**src/include/stack_cfg.svh**
```systemverilog
`ifndef STACK_CFG_SVH
`define STACK_CFG_SVH

// Sizing of the LIFO stack, shared by the RTL and the testbench

// Number of entries the stack can hold
// Must be a power of two and at least 2 so the address width stays exact
`define STACK_DEPTH 16

// Width in bits of one stored word
`define STACK_DATA_W 16

// Width of the stack pointer, which doubles as the entry count
// One bit wider than the address so that a completely full stack
// (count equal to the depth) can still be represented
`define STACK_PTR_W ($clog2(`STACK_DEPTH) + 1)

// The memory address is the pointer minus its top bit
// Derived here so that every user agrees on the same width
`define STACK_ADDR_W (`STACK_PTR_W - 1)

`endif

```
**src/hw/stack_pkg.sv**
```systemverilog
`include "stack_cfg.svh"

package stack_pkg;

  // Operation carried by one requester handshake
  // Only one of the two is ever in flight, so a single bit is enough
  typedef enum logic {
    OP_PUSH = 1'b0,
    OP_POP  = 1'b1
  } stack_op_t;

  // Payload word held in each stack entry
  // The storage array is generic and gets this type bound at the top level
  typedef logic [`STACK_DATA_W-1:0] stack_word_t;

endpackage : stack_pkg

```
**src/hw/stack_mem.sv**
```systemverilog
`include "stack_cfg.svh"

module stack_mem #(
// Entry type, bound by the parent to the payload it stores
  parameter type entry_t = logic [`STACK_DATA_W-1:0]
) (
// Clock, no reset since the array holds only payload
  input  wire logic                       clk

// Write and read strobes from the controller, one at a time
, input  wire logic                       i_wen
, input  wire logic                       i_ren
, input  wire logic [`STACK_ADDR_W-1:0]   i_addr

// Write data and registered read data
, input  entry_t                          i_wdata
, output entry_t                          o_rdata
);

  localparam int DEPTH = `STACK_DEPTH;

  // One storage location per stack entry
  entry_t mem [DEPTH];

  // Synchronous write at the addressed entry
  always_ff @(posedge clk) begin
    if (i_wen) begin
      mem[i_addr] <= i_wdata;
    end
  end

  // Read data is registered one edge after the read strobe
  // and otherwise keeps the last value read
  always_ff @(posedge clk) begin
    if (i_ren) begin
      o_rdata <= mem[i_addr];
    end
  end

  // A stack command is either a push or a pop, so the controller
  // should never ask for both in one cycle
  a_no_rw_same_cycle : assert property (@(posedge clk)
    !(i_wen && i_ren));

endmodule : stack_mem

```
**src/hw/stack_cntrl.sv**
```systemverilog
`include "stack_cfg.svh"

module stack_cntrl import stack_pkg::*; (
// Clock and synchronous reset
  input  wire logic                       clk
, input  wire logic                       i_rst_n

// One-cycle command pulses from the requester port
, input  wire logic                       i_push
, input  wire logic                       i_pop

// Strobes and address for the storage array
, output wire logic                       o_mem_wen
, output wire logic                       o_mem_ren
, output wire logic [`STACK_ADDR_W-1:0]   o_mem_addr

// Refusal of the current command, valid in the same cycle
, output wire logic                       o_reject

// Status
, output wire logic                       o_full
, output wire logic                       o_empty
, output wire logic [`STACK_PTR_W-1:0]    o_count
);

  localparam int DEPTH  = `STACK_DEPTH;
  localparam int PTR_W  = `STACK_PTR_W;
  localparam int ADDR_W = `STACK_ADDR_W;

  // The pointer is the number of stored entries
  logic [PTR_W-1:0]  ptr_r;
  logic [PTR_W-1:0]  ptr_dec;
  logic [PTR_W-1:0]  ptr_nxt;
  logic              full_r;
  logic              empty_r;
  logic              push_ok;
  logic              pop_ok;
  stack_op_t         op;

  // Only accepted commands touch the memory or the pointer
  // A push is refused when full and a pop is refused when empty
  assign push_ok = i_push & ~full_r;
  assign pop_ok  = i_pop & ~empty_r;

  // Decode the pulse into an operation for the address select
  // With no command the push address is presented, but no strobe goes out
  assign op = i_pop ? OP_POP : OP_PUSH;

  assign ptr_dec = ptr_r - PTR_W'(1);

  // Push writes at the pointer, pop reads the entry just below it
  assign o_mem_addr = (op == OP_PUSH) ? ptr_r[ADDR_W-1:0] : ptr_dec[ADDR_W-1:0];

  // Next pointer value for an accepted command
  always_comb begin
    ptr_nxt = ptr_r;
    if (push_ok) begin
      ptr_nxt = ptr_r + PTR_W'(1);
    end else if (pop_ok) begin
      ptr_nxt = ptr_dec;
    end
  end

  // Flags are registered alongside the pointer so the status outputs
  // come straight from flops
  always_ff @(posedge clk) begin
    if (!i_rst_n) begin
      ptr_r   <= '0;
      full_r  <= 1'b0;
      empty_r <= 1'b1;
    end else if (push_ok | pop_ok) begin
      ptr_r   <= ptr_nxt;
      full_r  <= (ptr_nxt == PTR_W'(DEPTH));
      empty_r <= (ptr_nxt == '0);
    end
  end

  assign o_mem_wen = push_ok;
  assign o_mem_ren = pop_ok;

  // A refused command leaves the stack unchanged and is only reported
  assign o_reject = (i_push & full_r) | (i_pop & empty_r);

  assign o_full  = full_r;
  assign o_empty = empty_r;
  assign o_count = ptr_r;

  // The port issues one command at a time, never both at once
  a_one_cmd : assert property (@(posedge clk) disable iff (!i_rst_n)
    !(i_push && i_pop));

  // Refusals must keep the count within the array
  a_count_range : assert property (@(posedge clk) disable iff (!i_rst_n)
    ptr_r <= PTR_W'(DEPTH));

  // The two flags describe opposite ends of the pointer range
  a_flags_excl : assert property (@(posedge clk) disable iff (!i_rst_n)
    !(full_r && empty_r));

endmodule : stack_cntrl

```
**src/hw/stack_port.sv**
```systemverilog
module stack_port import stack_pkg::*; (
// Clock and synchronous reset
  input  wire logic                       clk
, input  wire logic                       i_rst_n

// Four-phase requester side
, input  wire logic                       i_req
, input  stack_op_t                       i_op
, input  stack_word_t                     i_wdata
, output wire logic                       o_ack
, output stack_word_t                     o_rdata
, output logic                            o_err

// Command pulses and write data towards the controller and memory
, output wire logic                       o_push
, output wire logic                       o_pop
, output stack_word_t                     o_wdata

// Same-cycle refusal from the controller and registered memory data
, input  wire logic                       i_reject
, input  stack_word_t                     i_mem_rdata
);

  // Handshake progress for one operation
  typedef enum logic [1:0] {
    ST_IDLE  = 2'd0,
    ST_ISSUE = 2'd1,
    ST_WAIT  = 2'd2,
    ST_ACK   = 2'd3
  } state_t;

  state_t       state_r;
  state_t       state_nxt;
  stack_op_t    op_r;
  stack_word_t  wdata_r;

  // Walk through issue and read wait, then hold the acknowledge until
  // the requester drops its request
  always_comb begin
    state_nxt = state_r;
    case (state_r)
      ST_IDLE: begin
        if (i_req) begin
          state_nxt = ST_ISSUE;
        end
      end
      // The command pulse lasts exactly this one cycle
      ST_ISSUE: begin
        state_nxt = ST_WAIT;
      end
      // The memory read lands at the end of this cycle's predecessor
      ST_WAIT: begin
        state_nxt = ST_ACK;
      end
      ST_ACK: begin
        if (!i_req) begin
          state_nxt = ST_IDLE;
        end
      end
      default: begin
        state_nxt = ST_IDLE;
      end
    endcase
  end

  always_ff @(posedge clk) begin
    if (!i_rst_n) begin
      state_r <= ST_IDLE;
    end else begin
      state_r <= state_nxt;
    end
  end

  // Capture the request once, when it is first seen
  // The command pulse and the write data are driven from this copy
  always_ff @(posedge clk) begin
    if (state_r == ST_IDLE && i_req) begin
      op_r    <= i_op;
      wdata_r <= i_wdata;
    end
  end

  // Refusal is only meaningful while the pulse is out, so record it then
  // Cleared when a new request is taken so stale errors do not linger
  always_ff @(posedge clk) begin
    if (!i_rst_n) begin
      o_err <= 1'b0;
    end else if (state_r == ST_IDLE && i_req) begin
      o_err <= 1'b0;
    end else if (state_r == ST_ISSUE) begin
      o_err <= i_reject;
    end
  end

  // Memory data becomes valid one edge after the read strobe
  always_ff @(posedge clk) begin
    if (state_r == ST_WAIT) begin
      o_rdata <= i_mem_rdata;
    end
  end

  assign o_push  = (state_r == ST_ISSUE) && (op_r == OP_PUSH);
  assign o_pop   = (state_r == ST_ISSUE) && (op_r == OP_POP);
  assign o_wdata = wdata_r;

  // The acknowledge is high for the whole of the acknowledged state
  assign o_ack = (state_r == ST_ACK);

  // The acknowledge only rises on an edge where the request is still held
  // The requester may drop the request as soon as it sees the acknowledge
  a_ack_needs_req : assert property (@(posedge clk) disable iff (!i_rst_n)
    $rose(o_ack) |-> $past(i_req));

  // Push and pop pulses are exclusive and single cycle
  a_cmd_excl : assert property (@(posedge clk) disable iff (!i_rst_n)
    !(o_push && o_pop));
  a_push_pulse : assert property (@(posedge clk) disable iff (!i_rst_n)
    o_push |=> !o_push);
  a_pop_pulse : assert property (@(posedge clk) disable iff (!i_rst_n)
    o_pop |=> !o_pop);

endmodule : stack_port

```
**src/hw/stack_top.sv**
```systemverilog
`include "stack_cfg.svh"

module stack_top import stack_pkg::*; (
// Clock and synchronous reset
  input  wire logic                       clk
, input  wire logic                       i_rst_n

// Four-phase requester port
, input  wire logic                       i_req
, input  stack_op_t                       i_op
, input  stack_word_t                     i_wdata
, output wire logic                       o_ack
, output stack_word_t                     o_rdata
, output wire logic                       o_err

// Stack status
, output wire logic                       o_full
, output wire logic                       o_empty
, output wire logic [`STACK_PTR_W-1:0]    o_count
);

  // Commands from the port to the controller
  logic                      push;
  logic                      pop;
  logic                      reject;

  // Memory side
  logic                      mem_wen;
  logic                      mem_ren;
  logic [`STACK_ADDR_W-1:0]  mem_addr;
  stack_word_t               mem_wdata;
  stack_word_t               mem_rdata;

  // Requester front end
  stack_port u_port (
    .clk         (clk)
  , .i_rst_n     (i_rst_n)
  , .i_req       (i_req)
  , .i_op        (i_op)
  , .i_wdata     (i_wdata)
  , .o_ack       (o_ack)
  , .o_rdata     (o_rdata)
  , .o_err       (o_err)
  , .o_push      (push)
  , .o_pop       (pop)
  , .o_wdata     (mem_wdata)
  , .i_reject    (reject)
  , .i_mem_rdata (mem_rdata)
  );

  // Pointer, flags and accept decision
  stack_cntrl u_cntrl (
    .clk         (clk)
  , .i_rst_n     (i_rst_n)
  , .i_push      (push)
  , .i_pop       (pop)
  , .o_mem_wen   (mem_wen)
  , .o_mem_ren   (mem_ren)
  , .o_mem_addr  (mem_addr)
  , .o_reject    (reject)
  , .o_full      (o_full)
  , .o_empty     (o_empty)
  , .o_count     (o_count)
  );

  // Entry storage holding stack words
  stack_mem #(
    .entry_t     (stack_word_t)
  ) u_mem (
    .clk         (clk)
  , .i_wen       (mem_wen)
  , .i_ren       (mem_ren)
  , .i_addr      (mem_addr)
  , .i_wdata     (mem_wdata)
  , .o_rdata     (mem_rdata)
  );

endmodule : stack_top

```
**config.mk**
```make
export PLATFORM = sky130hd
export DESIGN_NAME = stack_top
export DESIGN_NICKNAME = d
export VERILOG_FILES = /design/src/hw/stack_pkg.sv /design/src/hw/stack_mem.sv /design/src/hw/stack_cntrl.sv /design/src/hw/stack_port.sv /design/src/hw/stack_top.sv
export VERILOG_INCLUDE_DIRS = /design/src /design/src/include
export SDC_FILE = /design/constraint.sdc
export NUM_CORES = 1
export LEC_CHECK = 0
export BUFFER_PORTS_ARGS = -buffer_cell sky130_fd_sc_hd__clkbuf_2
export CORE_MARGIN = 2
export CORE_UTILIZATION = 30
export DETAILED_ROUTE_END_ITERATION = 16
export HOLD_SLACK_MARGIN = 0.15
export PLACE_DENSITY_LB_ADDON = 0.05
export SLEW_MARGIN = 20
export SYNTH_ARGS = -nofsm -noshare
export SYNTH_HDL_FRONTEND = slang
export SYNTH_SLANG_ARGS = --single-unit
```
**constraint.sdc**
```tcl
create_clock -name clk -period 4 [get_ports clk]
set_input_delay 0 -clock clk [delete_from_list [all_inputs] [get_ports clk]]
set_output_delay 0 -clock clk [all_outputs]
set_load 0.05 [all_outputs]
```
## Yosys cells after proc, flatten, opt, wreduce, memory -nomap -nowiden

Memory sizes are Yosys's and may differ from the RTL's. A register that Yosys moved wholly into a read port is not among the register bits.
Cells that the tools add are included.

| storage, ports and cells | value |
|---|---|
| memories kept | 1 |
| word-level logic and storage cells | 43 |
| bits in registers | 43 |
| bits in writable memories | 256 |

| operators by class | value |
|---|---|
| reductions and logical operators | 7 |
| equality and inequality tests | 6 |
| add/subtract/negate cells | 2 |
| mux-type cells | 9 |
| bitwise gates (word level) | 10 |

Memory list:

| memory | words | width | read ports | clocked after memory_dff | write ports | RTL line | text |
|---|---|---|---|---|---|---|---|
| u_mem.mem | 16 | 16 | 1 | 1 | 1 | stack_mem.sv:23 | `entry_t mem [DEPTH];` |

Operators by type and width:

| operator | number |
|---|---|
| two-way mux 5 bit | 2 |
| case mux 2 bit (4 select lines) | 1 |
| adder 5 x 1 -> 5 bit, second input constant | 1 |
| equality test 5 bit, second input constant | 1 |
| logical NOT 5 bit | 1 |
| subtractor 5 x 1 -> 5 bit, second input constant | 1 |
| bitwise AND 1 bit | 4 |
| equality test 2 bit, second input constant | 2 |
| two-way mux 2 bit | 2 |
| two-way mux 4 bit | 1 |
| inequality test 2 bit, second input constant | 2 |
| NOT 1 bit | 4 |
| logical AND 1 bit | 3 |
| two-way mux 1 bit | 3 |
| equality test 2 x 1 -> 1 bit, second input constant | 1 |
| logical NOT 2 bit | 1 |
| bitwise OR 1 bit | 2 |
| AND reduction 2 bit | 1 |
| OR reduction 2 bit | 1 |

## Depth between registers and ports, before layout

| depth | value |
|---|---|
| depth in word-level cells | 6 |
| mapped depth | 11 |

## Modules after synthesis

From an unflattened synthesis, not the netlist that was laid out.

| second synthesis, totals | value |
|---|---|
| cell total of the unflattened synthesis | 550 |
| area, all modules | 11922.7 um^2 |

By module, submodules not included:

| module | sequential area each (um^2) | instances | area each (um^2) | cells an instance |
|---|---|---|---|---|
| stack_mem | 8167.8 | 1 | 10183.5 | 434 |
| stack_port | 1051.0 | 1 | 1192.4 | 53 |
| stack_cntrl | 140.1 | 1 | 546.8 | 63 |

## Worst setup path before layout

Ideal clock, no wire load.

| timing | value |
|---|---|
| path kind | register -> register |
| from | register u_cntrl.ptr_r[0], in the netlist u_cntrl.o_count[0] |
| to | memory u_mem.mem[10][0] (netlist bit) (enable) |
| stages on the path, launching flop included | 8 |
| clock period less this slack | 2979 ps |
| setup slack | 1021 ps |
| setup time | 388 ps |
| data arrival time | 2590 ps |
| path buffers | 2 |
| required time | 3612 ps |
| path through | dfxtp_1 inv_2 ha_1 mux2i_1 buf_4 buf_2 nand3_1 nor2_1 |

| on the way | value |
|---|---|
| longest elaborated chain between the ends | 2 |

Ends and longest elaborated chain:

| what | RTL line | text |
|---|---|---|
| start: declaration | stack_cntrl.sv:31 | `logic [PTR_W-1:0] ptr_r;` |
| start signal: assignment | stack_cntrl.sv:72 | `ptr_r <= ptr_nxt;` |
| subtractor 5 x 1 -> 5 bit | stack_cntrl.sv:49 | `assign ptr_dec = ptr_r - PTR_W'(1);` |
| two-way mux 4 bit * | stack_cntrl.sv:52 | `assign o_mem_addr = (op == OP_PUSH) ? ptr_r[ADDR_W-1:0] : ptr_dec[ADDR_W-1:0];` |
| end: declaration | stack_mem.sv:23 |  |

Every way passes the cells marked *; elsewhere a longest branch is shown, timed or not.

## Final worst setup path

| timing | value |
|---|---|
| from | register u_port.state_r[1] |
| to | register u_mem.o_rdata[14] (netlist bit), read port of u_mem.mem (data pin) |

| on the way | value |
|---|---|
| longest elaborated chain between the ends | 4 |
| elaborated cells on any way between the ends | 5 |
| those cells by class | 1 x eq/ne; 2 x mux; 1 x bitwise; 1 x reduce/logical |

Ends and longest elaborated chain:

| what | RTL line | text |
|---|---|---|
| start: declaration | stack_port.sv:32 | `state_t state_r;` |
| start signal: assignment | stack_port.sv:70 | `state_r <= state_nxt;` |
| equality test 2 x 1 -> 1 bit * | stack_port.sv:103 | `assign o_pop = (state_r == ST_ISSUE) && (op_r == OP_POP);` |
| logical AND 1 bit * | stack_port.sv:103 |  |
| two-way mux 1 bit | stack_cntrl.sv:47 | `assign op = i_pop ? OP_POP : OP_PUSH;` |
| two-way mux 4 bit | stack_cntrl.sv:52 |  |
| end: declaration | stack_mem.sv:17 | `, output entry_t o_rdata` |

Marked as above.
A chain may end at the register's enable or synchronous reset.

==> results.ini <==
[status]
status = finished clean

[clock_tree]
root_buffer = clkbuf_16
h-tree-depth = 2
cts_made_buffers = 37
cts_buffer_depth = 3
clkLatencyLatePin_ps = 530
path_clk_slew_ps = 60
clock-sinks = 315
cts_tree = done

[route]
vias_per_cell = 4.790
num_vias = 5806
dr.pass1.iters = 4
wl_per_cell_um = 24.66
drc = 0
dr.first_iter.drc_count = 356
routed_wl_um = 29890
ant_nets = 0

[place]
place_congestion = 0.7354
hpwlAfterDp_um = 17540
io_buffers = 44

[timing]
fin_crit_ps = 3124
rsz0062_at_grt = no
slew_violations = 0
setup_violations = 0
fin_skew_ps = 18.48
fmax_ghz = 0.3201
hold_violations = 0
slew_headroom = 0.3473
tns_ps = 0
worst_slew_pin_slew_ps = 979.0
finalCritPeriodShare = 0.7810

[synthesis]
synthCells = 550
ys_warn_count = 0
synth-async-reset-ratio = 0
synth-edff-count = 305
synth_area_per_cell_um2 = 21.75
syn_nets = 577
synth_seq_cells = 315
ys_top_cells_by_area = edfxtp_1, mux4_2, dfxtp_1
synth_area_leader_cell = edfxtp_1
ys.flop_type = edfxtp_1
syn_area_um2 = 11960
seq_area_frac_synth = 0.7824
synth.distinct_cells = 42
netlist.area_leader.share = 0.7657

[global_route]
first_global_vias = 6144
grtUsageTotal = 0.1481
grt_pass1_wl_um = 43390
antenna_found_initial = 2
grt_max_degree = 65
grt.overflow.total = 0

[floorplanning]
die_w_um = 203.7
dieHeight_um = 203.7
coreArea_um2 = 39550
start_util = 0.3024
dieArea_um2 = 41490
rows = 73
ioPinCount = 45

[worst_setup_path]
path_class = flip-flop to flip-flop
cp-start-kind = flip-flop
worstPathMaxFanout = 39
cp.required_ps = 4240
arrival_ps = 3360
endpoint_kind = flip-flop

[run]
cap_violations = 0

[layout]
drive_gt1_frac = 0.3338
area_delta_synth_final_pct = 19.92
final_util = 0.3627
num-nets-final = 687
fillCellCount = 3664

[power]
vdd_drop_max_uv = 444.7
p_leak_uw = 0.004619
power_density_nw_per_um2 = 720.7
p_total_uw = 10340

[worst_hold_path]
hold_class = input pin to flip-flop

==> kinds of logic (layout without fill, tap and decap cells) <==
logic type,Yosys count,after routing,synth area share
flops,315,315,0.7824
simple gates,79,79,0.03316
mux,66,66,0.1222
compound gates,50,50,0.03630
buf+inv,28,164,0.01496
fa+ha+maj,7,7,0.007322
xor+xnor,5,5,0.003661
other cells,0,1,0
==> state kept, by name, summed over array words and instances, names as in the netlist <==
name and count:
u_cntrl.o_count 5, u_cntrl.o_empty 1, u_cntrl.o_full 1, u_mem.mem 256, u_mem.o_rdata 16, u_port.o_err 1
u_port.o_rdata 16, u_port.o_wdata 16, u_port.op_r 1, u_port.state_r 2
==> per-layer routing <==
metal  vias to the layer above  routed length, um  share of wire  global-route usage
li1                       2508                  -              -                   -
met1                      3138              13660           0.46              0.2047
met5                         -                  0              0                   0
met4                         0                477          0.016             0.03728
met2                       124              14530           0.49              0.2410
met3                        36               1222          0.041             0.02828
==> power by group <==
part           leakage, uW  switching [uW]  internal [uW]
Combinational      0.00124            1660           1220
Sequential         0.00284             251           4090
Clock             0.000544            1310           1810
Total              0.00462            3230           7110
==> repair_timing <==
item,4_1_cts,5_1_grt
resized for setup,0,0
hold endpoints to repair,27,0
buffers inserted,0,0
hold buffers,19,0
==> synthesized netlist by cell type (all sizes together), types with 3 or more instances <==
cell type / count
nor3: 7
nor2: 20
nand3: 5
a21oi: 5
inv: 6
o21a: 3
a22oi: 32
o21ai: 4
mux4: 64
xnor2: 4
ha: 7
and2: 4
nand2: 28
edfxtp: 305
dfxtp: 10
buf: 20
==> area by class of cell <==
cell class	instances	area [um2]	area share
sequential	315	9359	0.6525
multi-input combinational	207	2491	0.1737
clock buffer	45	975.9	0.06804
timing repair buffer	93	698.2	0.04867
tap	525	656.9	0.04580
clock inverter	20	137.6	0.009595
inverter	6	22.52	0.001570
antenna	1	2.502	0.0001745
==> layout by cell type, fill, tap and decap left out, types with 4 or more instances in the layout <==
cell,n
inv_1,5
a22oi_1,21
a22oi_2,11
clkinv_2,5
nor3_1,4
and2_1,4
nor2_2,14
nor2_1,5
nand2_1,27
buf_4,25
edfxtp_1,305
ha_1,7
clkbuf_1,6
dfxtp_1,10
buf_12,5
dlygate4sd3_1,19
clkbuf_2,44
clkinv_1,8
mux4_2,64
clkbuf_16,37
nand3_1,5
==> stage by stage <==
stage,cells,hold slack (ps),instance area (um2),setup WS (ps)
4_1_cts,1211,158.5,14340,820.5
5_1_grt,1211,174.4,14340,597.6
6_report,1212,187.5,14340,875.9
3_5_place_dp,1127,178.6,13040,836.5
3_3_place_gp,1127,176.3,13040,955.5
2_1_floorplan,550,98.87,11960,1021
==> path summary, 6_finish.rpt <==
path                        endpoint              start  slack, ps  cells past startpoint
setup reg to reg   u_mem.o_rdata[14]  u_port.state_r[1]        880                      8
hold reg to reg    u_port.o_rdata[4]   u_mem.o_rdata[4]        420                      0
setup / recovery   u_mem.o_rdata[14]  u_port.state_r[1]        880                      8
hold / removal    u_port.o_wdata[14]        i_wdata[14]        190                      2
==> worst max-delay path, cell delays in order, from the launching register on <==
cell     delay [ps]
dfxtp_1         330
inv_1           120
ha_1            390
nand2_2         280
xnor2_2         350
buf_12          340
mux4_2          560
a22oi_2         250
nand2_1         160
(Power assumes the default switching activity.)
